$ cat src/source/ctrlPkg.sv
package ctrlPkg;

    typedef logic [5:0] opcodeT;
    typedef logic [5:0] functT;

    // Opcodes
    localparam opcodeT opcRType = 6'h00;
    localparam opcodeT opcJ     = 6'h02;
    localparam opcodeT opcJal   = 6'h03;
    localparam opcodeT opcBeq   = 6'h04;
    localparam opcodeT opcBne   = 6'h05;
    localparam opcodeT opcBle   = 6'h06;
    localparam opcodeT opcBgt   = 6'h07;
    localparam opcodeT opcAddi  = 6'h08;
    localparam opcodeT opcAddiu = 6'h09;
    localparam opcodeT opcSlti  = 6'h0A;
    localparam opcodeT opcLw    = 6'h0F;
    localparam opcodeT opcLb    = 6'h20;
    localparam opcodeT opcLh    = 6'h21;
    localparam opcodeT opcSb    = 6'h28;
    localparam opcodeT opcSh    = 6'h29;
    localparam opcodeT opcSw    = 6'h2B;

    // R-type funct codes
    localparam functT fnJr   = 6'h08;
    localparam functT fnMult = 6'h18;
    localparam functT fnDiv  = 6'h1A;
    localparam functT fnAdd  = 6'h20;
    localparam functT fnSub  = 6'h22;
    localparam functT fnAnd  = 6'h24;
    localparam functT fnSlt  = 6'h2A;

    // 17 classes, one more than 4 bits can hold
    typedef enum logic [4:0] {
        clsAluR, clsSlt, clsAddi, clsAddiu, clsSlti,
        clsLoad, clsStore,
        clsBeq, clsBne, clsBle, clsBgt,
        clsJ, clsJal, clsJr,
        clsMult, clsDiv,
        clsIllegal
    } instrClassT;

    // 33 states
    typedef enum logic [5:0] {
        stFetch1, stFetch2, stFetch3, stDecode1, stDecode2,
        stExAluR, stWbRd, stExAluI, stWbRt, stExSlt, stExSlti,
        stExLoad, stLoadWait, stLoadWb,
        stExStore, stStoreWait, stStoreWr,
        stExBranch, stBranchTake,
        stExJump, stExJal, stJalJump, stExJr,
        stExMult, stMultWait, stMultDone, stExDiv, stDivWait, stDivDone,
        stExcEpc, stExcVector, stExcLoadPc, stEnd
    } ctrlStateT;

    typedef enum logic [2:0] {
        aluPassA   = 3'd0,
        aluAdd     = 3'd1,
        aluSub     = 3'd2,
        aluAnd     = 3'd3,
        aluCompare = 3'd7
    } aluOpT;

    typedef enum logic [1:0] {szNone, szWord, szHalf, szByte} accessSizeT;

    typedef enum logic [2:0] {
        pcExcVector  = 3'd0,
        pcAluResult  = 3'd1,
        pcAluOut     = 3'd2,
        pcJumpTarget = 3'd3
    } pcSourceT;

    typedef enum logic [2:0] {
        adrPc          = 3'd0,
        adrAluResult   = 3'd1,
        adrAluOut      = 3'd2,
        adrVecOpcode   = 3'd3,
        adrVecOverflow = 3'd4,
        adrVecDivZero  = 3'd5
    } addrSelT;

    typedef enum logic [1:0] {dstRt, dstRd, dstRa} regDstT;
    typedef enum logic [1:0] {wbAluOut, wbLessThan, wbMemory} memToRegT;
    typedef enum logic {srcAPc, srcARegA} aluSrcAT;
    typedef enum logic [1:0] {srcBRegB, srcBFour, srcBSignImm, srcBBranchOff} aluSrcBT;
    typedef enum logic [1:0] {excOpcode, excOverflow, excDivZero} excKindT;

endpackage
$ cat src/source/ctrlUnit.sv
`timescale 1ns/1ps

module ctrlUnit import ctrlPkg::*; #(
    parameter int memWait = 2
) (
    input  logic       clk,
    input  logic       reset,
    input  opcodeT     opcode,
    input  functT      funct,
    input  logic       overflow,
    input  logic       equal,
    input  logic       greater,
    input  logic       multDone,
    input  logic       divDone,
    input  logic       divZero,
    output logic       memWrite,
    output logic       pcWrite,
    output logic       irWrite,
    output logic       regWrite,
    output logic       abWrite,
    output logic       hiloWrite,
    output logic       aluOutWrite,
    output logic       epcWrite,
    output logic       multStart,
    output logic       divStart,
    output aluOpT      aluControl,
    output accessSizeT storeSize,
    output accessSizeT loadSize,
    output logic       hiloSelect,
    output regDstT     regDst,
    output memToRegT   memToReg,
    output pcSourceT   pcSource,
    output aluSrcAT    aluSrcA,
    output aluSrcBT    aluSrcB,
    output addrSelT    addrSelect
);

    instrClassT instrClass;
    aluOpT      aluOp;
    accessSizeT accessSize;
    ctrlStateT  state;
    excKindT    excKind;

    instrDecoder decoder (.*);

    ctrlSequencer #(.memWait(memWait)) sequencer (.*);

    ctrlEncoder encoder (.*); // Moore outputs from state alone

endmodule

$ cat src/source/ctrlEncoder.sv
`timescale 1ns/1ps

module ctrlEncoder import ctrlPkg::*; (
    input  ctrlStateT  state,
    input  aluOpT      aluOp,
    input  accessSizeT accessSize,
    input  excKindT    excKind,
    output logic       memWrite,
    output logic       pcWrite,
    output logic       irWrite,
    output logic       regWrite,
    output logic       abWrite,
    output logic       hiloWrite,
    output logic       aluOutWrite,
    output logic       epcWrite,
    output logic       multStart,
    output logic       divStart,
    output aluOpT      aluControl,
    output accessSizeT storeSize,
    output accessSizeT loadSize,
    output logic       hiloSelect,
    output regDstT     regDst,
    output memToRegT   memToReg,
    output pcSourceT   pcSource,
    output aluSrcAT    aluSrcA,
    output aluSrcBT    aluSrcB,
    output addrSelT    addrSelect
);

    always_comb begin
        // Idle values, which are also what stEnd drives
        memWrite = 1'b0;
        pcWrite = 1'b0;
        irWrite = 1'b0;
        regWrite = 1'b0;
        abWrite = 1'b0;
        hiloWrite = 1'b0;
        aluOutWrite = 1'b0;
        epcWrite = 1'b0;
        multStart = 1'b0;
        divStart = 1'b0;
        aluControl = aluPassA;
        storeSize = szNone;
        loadSize = szNone;
        hiloSelect = 1'b0;
        regDst = dstRt;
        memToReg = wbAluOut;
        pcSource = pcExcVector;
        aluSrcA = srcAPc;
        aluSrcB = srcBRegB;
        addrSelect = adrPc;

        case (state)
            stFetch1: begin // Read at PC, PC+4 on the ALU
                aluSrcB = srcBFour;
                aluControl = aluAdd;
            end
            stFetch2: begin
                aluSrcB = srcBFour;
                aluControl = aluAdd;
                pcSource = pcAluResult;
                pcWrite = 1'b1;
            end
            stFetch3: irWrite = 1'b1;
            stDecode1: begin // Branch target into aluOut
                aluSrcB = srcBBranchOff;
                aluControl = aluAdd;
                aluOutWrite = 1'b1;
            end
            stDecode2: abWrite = 1'b1;
            stExAluR: begin
                aluSrcA = srcARegA;
                aluControl = aluOp;
                aluOutWrite = 1'b1;
            end
            stWbRd: begin
                regDst = dstRd;
                regWrite = 1'b1;
            end
            stExAluI: begin
                aluSrcA = srcARegA;
                aluSrcB = srcBSignImm;
                aluControl = aluOp;
                aluOutWrite = 1'b1;
            end
            stWbRt: regWrite = 1'b1;
            stExSlt: begin
                aluSrcA = srcARegA;
                aluControl = aluCompare;
                regDst = dstRd;
                memToReg = wbLessThan;
                regWrite = 1'b1;
            end
            stExSlti: begin
                aluSrcA = srcARegA;
                aluSrcB = srcBSignImm;
                aluControl = aluCompare;
                memToReg = wbLessThan;
                regWrite = 1'b1;
            end
            stExLoad, stExStore: begin // Effective address
                aluSrcA = srcARegA;
                aluSrcB = srcBSignImm;
                aluControl = aluAdd;
                aluOutWrite = 1'b1;
                addrSelect = adrAluResult;
            end
            stLoadWait, stStoreWait: addrSelect = adrAluOut;
            stLoadWb: begin
                addrSelect = adrAluOut;
                memToReg = wbMemory;
                loadSize = accessSize;
                regWrite = 1'b1;
            end
            stStoreWr: begin
                addrSelect = adrAluOut;
                storeSize = accessSize;
                memWrite = 1'b1;
            end
            stExBranch: begin // Sets equal and greater
                aluSrcA = srcARegA;
                aluControl = aluCompare;
            end
            stBranchTake: begin
                pcSource = pcAluOut;
                pcWrite = 1'b1;
            end
            stExJump: begin
                pcSource = pcJumpTarget;
                pcWrite = 1'b1;
            end
            stExJal: aluOutWrite = 1'b1; // Return address through the ALU
            stJalJump: begin
                pcSource = pcJumpTarget;
                pcWrite = 1'b1;
                regDst = dstRa;
                regWrite = 1'b1;
            end
            stExJr: begin
                aluSrcA = srcARegA;
                pcSource = pcAluResult;
                pcWrite = 1'b1;
            end
            stExMult, stMultWait: multStart = 1'b1;
            stMultDone: hiloWrite = 1'b1;
            stExDiv, stDivWait: divStart = 1'b1;
            stDivDone: begin
                hiloSelect = 1'b1;
                hiloWrite = 1'b1;
            end
            stExcEpc: begin // EPC gets PC-4
                aluSrcB = srcBFour;
                aluControl = aluSub;
                epcWrite = 1'b1;
            end
            stExcVector, stExcLoadPc: begin
                case (excKind)
                    excOverflow: addrSelect = adrVecOverflow;
                    excDivZero:  addrSelect = adrVecDivZero;
                    default:     addrSelect = adrVecOpcode;
                endcase
                if (state == stExcLoadPc) begin
                    pcSource = pcExcVector;
                    loadSize = szByte; // Handler address is one byte
                    pcWrite = 1'b1;
                end
            end
            default: ;
        endcase
    end

endmodule

$ cat src/source/ctrlSequencer.sv
`timescale 1ns/1ps

module ctrlSequencer import ctrlPkg::*; #(
    parameter int memWait = 2
) (
    input  logic       clk,
    input  logic       reset,
    input  instrClassT instrClass,
    input  logic       overflow,
    input  logic       equal,
    input  logic       greater,
    input  logic       multDone,
    input  logic       divDone,
    input  logic       divZero,
    output ctrlStateT  state,
    output excKindT    excKind
);

    localparam int cntWidth = $clog2(memWait + 2);
    // Memory waits last memWait cycles, the vector fetch one more
    localparam logic [cntWidth-1:0] memWaitLast =
        (memWait > 0) ? cntWidth'(memWait - 1) : '0;
    localparam logic [cntWidth-1:0] vecWaitLast = cntWidth'(memWait);

    ctrlStateT           nextState;
    excKindT             excCause;
    logic [cntWidth-1:0] waitCnt;
    logic                waitDone;
    logic                branchTaken;

    assign waitDone = (waitCnt == '0);

    always_comb begin
        case (instrClass)
            clsBeq:  branchTaken = equal;
            clsBne:  branchTaken = !equal;
            clsBgt:  branchTaken = greater;
            clsBle:  branchTaken = !greater;
            default: branchTaken = 1'b0;
        endcase
    end

    always_comb begin
        nextState = state; // Wait states stall here
        excCause = excKind;
        case (state)
            stFetch1:  nextState = stFetch2;
            stFetch2:  nextState = stFetch3;
            stFetch3:  nextState = stDecode1;
            stDecode1: nextState = stDecode2;
            stDecode2: begin
                case (instrClass)
                    clsAluR:                        nextState = stExAluR;
                    clsSlt:                         nextState = stExSlt;
                    clsAddi, clsAddiu:              nextState = stExAluI;
                    clsSlti:                        nextState = stExSlti;
                    clsLoad:                        nextState = stExLoad;
                    clsStore:                       nextState = stExStore;
                    clsBeq, clsBne, clsBle, clsBgt: nextState = stExBranch;
                    clsJ:                           nextState = stExJump;
                    clsJal:                         nextState = stExJal;
                    clsJr:                          nextState = stExJr;
                    clsMult:                        nextState = stExMult;
                    clsDiv:                         nextState = stExDiv;
                    default: begin
                        nextState = stExcEpc;
                        excCause = excOpcode;
                    end
                endcase
            end
            stExAluR: nextState = stWbRd;
            stWbRd:   nextState = stEnd;
            // Overflow is decided while the add is on the ALU, before rt is written
            stExAluI: begin
                if (instrClass == clsAddi && overflow) begin
                    nextState = stExcEpc;
                    excCause = excOverflow;
                end else begin
                    nextState = stWbRt;
                end
            end
            stWbRt:      nextState = stEnd;
            stExSlt:     nextState = stEnd;
            stExSlti:    nextState = stEnd;
            stExLoad:    nextState = (memWait == 0) ? stLoadWb : stLoadWait;
            stLoadWait:  if (waitDone) nextState = stLoadWb;
            stLoadWb:    nextState = stEnd;
            stExStore:   nextState = (memWait == 0) ? stStoreWr : stStoreWait;
            stStoreWait: if (waitDone) nextState = stStoreWr;
            stStoreWr:   nextState = stEnd;
            stExBranch:  nextState = branchTaken ? stBranchTake : stEnd;
            stBranchTake: nextState = stEnd;
            stExJump:    nextState = stEnd;
            stExJal:     nextState = stJalJump;
            stJalJump:   nextState = stEnd;
            stExJr:      nextState = stEnd;
            stExMult:    nextState = stMultWait;
            stMultWait:  if (multDone) nextState = stMultDone;
            stMultDone:  nextState = stEnd;
            stExDiv:     nextState = stDivWait;
            stDivWait: begin
                if (divZero) begin // Wins over divDone
                    nextState = stExcEpc;
                    excCause = excDivZero;
                end else if (divDone) begin
                    nextState = stDivDone;
                end
            end
            stDivDone:   nextState = stEnd;
            stExcEpc:    nextState = stExcVector;
            stExcVector: if (waitDone) nextState = stExcLoadPc;
            stExcLoadPc: nextState = stEnd;
            stEnd:       nextState = stFetch1;
            default:     nextState = stFetch1;
        endcase
    end

    always_ff @(posedge clk) begin
        if (reset) begin
            state <= stFetch1;
            excKind <= excOpcode;
            waitCnt <= '0;
        end else begin
            state <= nextState;
            excKind <= excCause;
            case (state)
                stExLoad, stExStore: waitCnt <= memWaitLast;
                stExcEpc:            waitCnt <= vecWaitLast;
                stLoadWait, stStoreWait, stExcVector: waitCnt <= waitCnt - 1'b1;
                default:             waitCnt <= waitCnt;
            endcase
        end
    end

endmodule

$ cat src/source/instrDecoder.sv
`timescale 1ns/1ps

module instrDecoder import ctrlPkg::*; (
    input  opcodeT     opcode,
    input  functT      funct,
    output instrClassT instrClass,
    output aluOpT      aluOp,
    output accessSizeT accessSize
);

    always_comb begin
        instrClass = clsIllegal; // Anything unlisted traps
        case (opcode)
            opcRType: begin
                case (funct)
                    fnAdd, fnSub, fnAnd: instrClass = clsAluR;
                    fnSlt:               instrClass = clsSlt;
                    fnJr:                instrClass = clsJr;
                    fnMult:              instrClass = clsMult;
                    fnDiv:               instrClass = clsDiv;
                    default:             instrClass = clsIllegal;
                endcase
            end
            opcAddi:             instrClass = clsAddi;
            opcAddiu:            instrClass = clsAddiu;
            opcSlti:             instrClass = clsSlti;
            opcLw, opcLh, opcLb: instrClass = clsLoad;
            opcSw, opcSh, opcSb: instrClass = clsStore;
            opcBeq:              instrClass = clsBeq;
            opcBne:              instrClass = clsBne;
            opcBle:              instrClass = clsBle;
            opcBgt:              instrClass = clsBgt;
            opcJ:                instrClass = clsJ;
            opcJal:              instrClass = clsJal;
            default:             instrClass = clsIllegal;
        endcase
    end

    // Only R-type looks at funct
    always_comb begin
        aluOp = aluAdd;
        case (opcode)
            opcRType: begin
                case (funct)
                    fnSub:   aluOp = aluSub;
                    fnAnd:   aluOp = aluAnd;
                    fnSlt:   aluOp = aluCompare;
                    default: aluOp = aluAdd;
                endcase
            end
            opcSlti, opcBeq, opcBne, opcBle, opcBgt: aluOp = aluCompare;
            default: aluOp = aluAdd; // ADDI, ADDIU and address math
        endcase
    end

    always_comb begin
        case (opcode)
            opcLw, opcSw: accessSize = szWord;
            opcLh, opcSh: accessSize = szHalf;
            opcLb, opcSb: accessSize = szByte;
            default:      accessSize = szNone;
        endcase
    end

endmodule

$ cat config.mk
export PLATFORM = sky130hd
export DESIGN_NAME = ctrlUnit
export DESIGN_NICKNAME = d
export VERILOG_FILES = /design/src/source/ctrlPkg.sv /design/src/source/ctrlUnit.sv /design/src/source/ctrlEncoder.sv /design/src/source/ctrlSequencer.sv /design/src/source/instrDecoder.sv
export SDC_FILE = /design/constraint.sdc
export NUM_CORES = 1
export LEC_CHECK = 0
export ABC_AREA = 1
export BUFFER_PORTS_ARGS = -buffer_cell sky130_fd_sc_hd__clkbuf_2
export CAP_MARGIN = 20
export CORE_MARGIN = 1.5
export CORE_UTILIZATION = 40
export CTS_CLUSTER_DIAMETER = 200
export DETAILED_ROUTE_END_ITERATION = 8
export PLACE_DENSITY_LB_ADDON = 0.12
export SLEW_MARGIN = 25
export SYNTH_ARGS = -nofsm -noshare
export SYNTH_HDL_FRONTEND = slang
export SYNTH_HIERARCHICAL = 1
export SYNTH_SLANG_ARGS = --single-unit
export TNS_END_PERCENT = 100
$ cat constraint.sdc
create_clock -name clk -period 2.32 [get_ports clk]
set_input_delay 0.696 -clock clk [delete_from_list [all_inputs] [get_ports clk]]
set_output_delay 0.696 -clock clk [all_outputs]
set_load 0.02 [all_outputs]
Word-level counts from Yosys, hierarchy flattened
Index checks and enable logic that the tools add are counted.

Register bits: 10. Input port bits: 20. Output and inout port bits: 31. Logic and storage cells: 168.

Add/sub/neg operators: 1. Eq/ne operators: 78. Mux-type cells: 44. Reductions and logical operators: 42.

Operators by type and width (number): $pmux W5 S12 (2); $pmux W6 S20 (1); $eq A6 B5 Y1 const B (18); $eq A6 B4 Y1 const B (13); $eq A6 B6 Y1 const B (9); $eq A6 B3 Y1 const B (8); $mux W6 (7); $eq A5 B4 Y1 const B (8); $pmux W2 S3 (5); $reduce_or A2 Y1 (14); $pmux W5 S5 (1); $eq A6 B2 Y1 const B (4); $eq A5 B3 Y1 const B (4); $pmux W3 S3 (2); $reduce_or A3 Y1 (6); $reduce_or A16 Y1 (1); $reduce_or A5 Y1 (3); $ne A2 B2 Y1 const B (7); $reduce_or A13 Y1 (1); $logic_not A6 Y1 (2); $mux W1 (12); $pmux W2 S2 (3); $pmux W3 S2 (2); $pmux W3 S4 (1); 21 further kinds (31).

Depth between registers and ports, before layout
Depth after elaboration: 8. Mapped depth: 17. Gate-level depth less buffers: 17.

Hierarchy
Netlist, hierarchy kept.

By module, submodules not included: ctrlSequencer (times used 1, cells an instance 188, area each 1093.5 um^2, sequential area each 200.2 um^2); ctrlEncoder (times used 1, cells an instance 121, area each 535.5 um^2, sequential area each 0.0 um^2); instrDecoder (times used 1, cells an instance 97, area each 456.7 um^2, sequential area each 0.0 um^2).

Worst setup path after synthesis
Ideal clock, no wire load.

Path kind: input to output. Start point: input opcode[1]. End point: output loadSize[0]. Arrival time: 1749 ps. Data required time: 1624 ps. Path slack: -125 ps. Stages on the path: 8. Path buffers: 1. Cells stage by stage: buf_4 > nor2_4 > nand3_1 > nand2_1 > o21ai_0 > nand2_1 > inv_1 > o21ai_0.

Longest elaborated chain between the ends: 4. Elaborated cells between the ends (all ways): 11. Those cells by class: eq/ne (6); mux (2); reduce/logical (3).

RTL lines: start, declared (RTL line ctrlUnit.sv:8) `input opcodeT opcode,`; $eq A6 B6 Y1 or $eq A6 B4 Y1 (tied branches) (RTL line instrDecoder.sv:57) `case (opcode)`; $reduce_or A2 Y1 (RTL line instrDecoder.sv:57); $pmux W2 S3 * (RTL line instrDecoder.sv:57); via accessSize[0] (RTL line ctrlUnit.sv:40) `accessSizeT accessSize;`; $pmux W2 S2 * (RTL line ctrlEncoder.sv:53) `case (state)`; end, declared (RTL line ctrlUnit.sv:28) `output accessSizeT loadSize,`.

Mark *: on every way through the listed nets, which the timed path passes. The rest lies on a longest branch.

Worst setup path in the final report
Start point: input opcode[3]. End point: output aluControl[1].

Longest elaborated chain between the ends: 4. Elaborated cells between the ends (all ways): 9. Those cells by class: eq/ne (5); mux (2); reduce/logical (2).

RTL lines: $eq A6 B4 Y1 or $eq A6 B3 Y1 (tied branches) (RTL line instrDecoder.sv:42) `case (opcode)`; $reduce_or A5 Y1 (RTL line instrDecoder.sv:42); $pmux W3 S2 * (RTL line instrDecoder.sv:42); via aluOp[1] (RTL line ctrlUnit.sv:39) `aluOpT aluOp;`; $pmux W3 S4 * (RTL line ctrlEncoder.sv:53); end, declared (RTL line ctrlUnit.sv:26) `output aluOpT aluControl,`.

Marked as above.

==> results.yml <==
logic_synthesis:
  synth_cell_types: 37
  synth_seq_area_share_pct: 9.60
  async_flop_share_pct: 0
  synth_simple_gate_area_share_pct: 64.5
  synthMuxAreaShare_pct: 0
  synth_compound_area_share_pct: 10.6
  synth_top_family_by_area: "simple AND/OR/NAND/NOR gates"
  ys_ff_latch: 10
  synthTopCellsByArea: "nand2_1 (20%), nand3_1 (14%), nor2_1 (11%)"
  synth_top_area_cell: "nand2_1"
  yosys_warnings: 6
  syn_inst: 406
  synth_edf_count: 0
  synthAdderAreaFrac_pct: 1.20
  synth_top_area_share_pct: 20.0
  syn_area_um2: 2090
  synth_nets: 428
  syn_area_per_cell_um2: 5.14
  synth-xor-area-share_pct: 0.420
  synth_flop_cell: "dfxtp_1"
floorplan:
  coreArea_um2: 5070
  dieHeight_um: 75.2
  die_x_um: 75.2
  fp-row-count: 26
  die_area_um2: 5660
  start_util_pct: 41.1
  ios: 51
worst_setup_path:
  path_buf_inv: 3
  cpPeakStageDelay_ns: 0.19
  reg2reg_depth: 9
  critPathSlowestCell: "nor2_4"
  arrival_ns: 1.73
  cpMostUsedCell: "nor2_4"
  ff2ff_setup_slack_ns: 0.54
  crit_path_start_kind: "input pin"
  cp_num_cells: 10
  crit_chain: "clkbuf_4, nor2_4, buf_4, nand2_4, nor2_4, nand2_2, nand3_2, nand2_1, nand3_1, clkbuf_8"
  worstSetupEndpointType: "output pin"
  cp.required_ns: 1.62
  critical-path-top-delay-family: "simple AND/OR/NAND/NOR gates"
  path_class: "in2out"
  crit_fanout: 5
routing:
  vias_per_cell: 5.22
  drt-wirelength-per-cell_um: 12.9
  drt_iter0_drc: 254
  dr_total_vias: 2965
  ant_nets: 0
  drc: 0
  dr.pass1.iters: 4
  wl_um: 7320
clock_tree:
  path_clk_slew_ns: 0.05
  cts_max_level: 1
  cts_hold_buf: 0
  ctsRootBufferMaster: "clkbuf_8"
  clkLatencyLatePin_ns: 0.24
  numCtsBuffers: 3
  clockBufferDepth: 2
  tritoncts: "built"
  numClockSinks: 10
global_route:
  grt_max_degree: 13
  antenna_found_initial: 0
  grt_pass1_wl_um: 10800
  grtUsageTotal_pct: 24.2
  overflow: 0
  grt_pass1_vias: 2433
worst_hold_path:
  worstHoldPathCells: 2
  min_path_type: "reg2reg"
sta:
  maxSlewViolCount: 0
  max_freq_ghz: 0.413
  rsz0062_at_grt: "true"
  setup_ws_ns: -0.101
  hold_violations: 0
  fin_crit_sh_pct: 104
  finalSetupViolCount: 10
  skew_ns: 0.000672
  layout_min_cycle_time_ns: 2.42
outcome:
  violations: "setup timing"
  status: "finished with violations"
power_and_ir_drop:
  p_per_area_nw_per_um2: 380
  leakage_nw: 1.61
  ir_worst_vdd_mv: 0.229
finish:
  fin_cells: 568
  fill_cells: 513
  layout-drive-gt1-share_pct: 40.8
  area_growth_pct: 49.1
  nets: 522
  antenna_cells: 0
  fin_area_um2: 3110
placed_design:
  place_hpwl_um: 5110
  place.gp.congestion: 0.971
  place_ws_ns: -0.192
  dp_cells: 551
  port_buffers: 49
  dpl_cell_area_um2: 2620
run:
  drv_cap: 0
==> synth_stat cells, types with 2 or more instances <==
cell and number:
nor3_2 2, o21ai_0 16, o211ai_1 2, nor2_4 8, nor2_2 9, nand2_2 8, ha_1 2, nand2_4 2
nand2_1 111, nand3_1 57, inv_2 8, a21oi_1 11, o21a_1 2, a21oi_2 3, dfxtp_1 10, nand4_1 8
inv_1 58, nand3_2 3, buf_4 2, nor3_1 5, nand3b_1 3, nor2_1 61
==> layout by cell type (no fill, tap or decap), types with 3 or more instances in the layout <==
cell type  netlist  layout
nand2_2          8      16
nor2_4           8      16
buf_6            0       9
o21ai_2          0       3
clkbuf_2         0      38
inv_1           58      47
o21ai_0         16      10
nand3b_1         3       3
nand3_2          3      13
dfxtp_1         10       6
nand3_1         57      46
nand4_1          8       8
clkbuf_8         0       6
buf_4            2      40
a21oi_2          3       4
inv_2            8      18
nor3_1           5       4
nand2_4          2       6
a21oi_1         11      10
nor2_1          61      44
o21ai_1          0       3
nor2_2           9      18
nand2_1        111      99
==> sequential cells by signal, indices dropped and copies added (netlist names) <==
| name | flops |
|---|---|
| sequencer/state | 6 |
| sequencer/excKind | 2 |
| sequencer/waitCnt | 2 |
==> routing by layer <==
metal	track usage [%]	share of wire, %	vias up
met5	0	0	-
met4	7.94	3.6	0
met3	2.68	5.2	24
met2	42.3	49	117
met1	31.0	42	1344
li1	-	-	1480
==> logic make-up after synthesis <==
group                    Yosys count
AO/OA/AOI/OAI                     38
XOR/XNOR                           1
AND/OR/NAND/NOR                  282
flip-flops                        10
buffers and inverters             72
adder cells (fa/ha/maj)            2
other                              1
==> area by class of cell <==
cell class,count,area (µm²),area share [%]
Clock buffer,3,41.3,1.33
Multi-Input combinational cell,324,1840,59.1
Inverter,68,260,8.37
Tap cell,70,87.6,2.82
Timing Repair Buffer,93,673,21.6
Sequential cell,10,210,6.76
==> path summary, 6_finish.rpt <==
path                         from                    to
max                     opcode[3]         aluControl[1]
min          sequencer/excKind[1]  sequencer/excKind[1]
max reg2reg    sequencer/state[3]    sequencer/state[3]
min reg2reg  sequencer/excKind[1]  sequencer/excKind[1]
==> per-stage QoR <==
step	TNS, ns	utilization [%]	power, W	hold WS [ns]
floorplan	0	-	0.000683	0.439
global placement	-1.73	51.6	0.000890	0.455
detailed placement	-2.02	51.6	0.000889	0.455
CTS	-0.211	55.6	0.00111	0.463
global route	-2.23	61.3	0.00127	0.487
finish	-0.346	61.3	0.00118	0.461
==> power by group <==
group | switching, W | internal (W)
sequential | 0.0000462 | 0.000192
combinational | 0.000487 | 0.000269
clock | 0.0000727 | 0.000114
==> what timing repair did <==
item / in CTS / in global routing
pin swaps: 14 / 24
gates resized for setup: 34 / 80
endpoints found under the setup margin: 15 / 26
setup buffers: 8 / 8
==> worst min-delay path, stage by stage, from the launching register on <==
cell	delay (ns)
dfxtp_1	0.31
nand2_1	0.06
a21oi_1	0.05
Note: power is estimated with default switching activity, not from simulation.
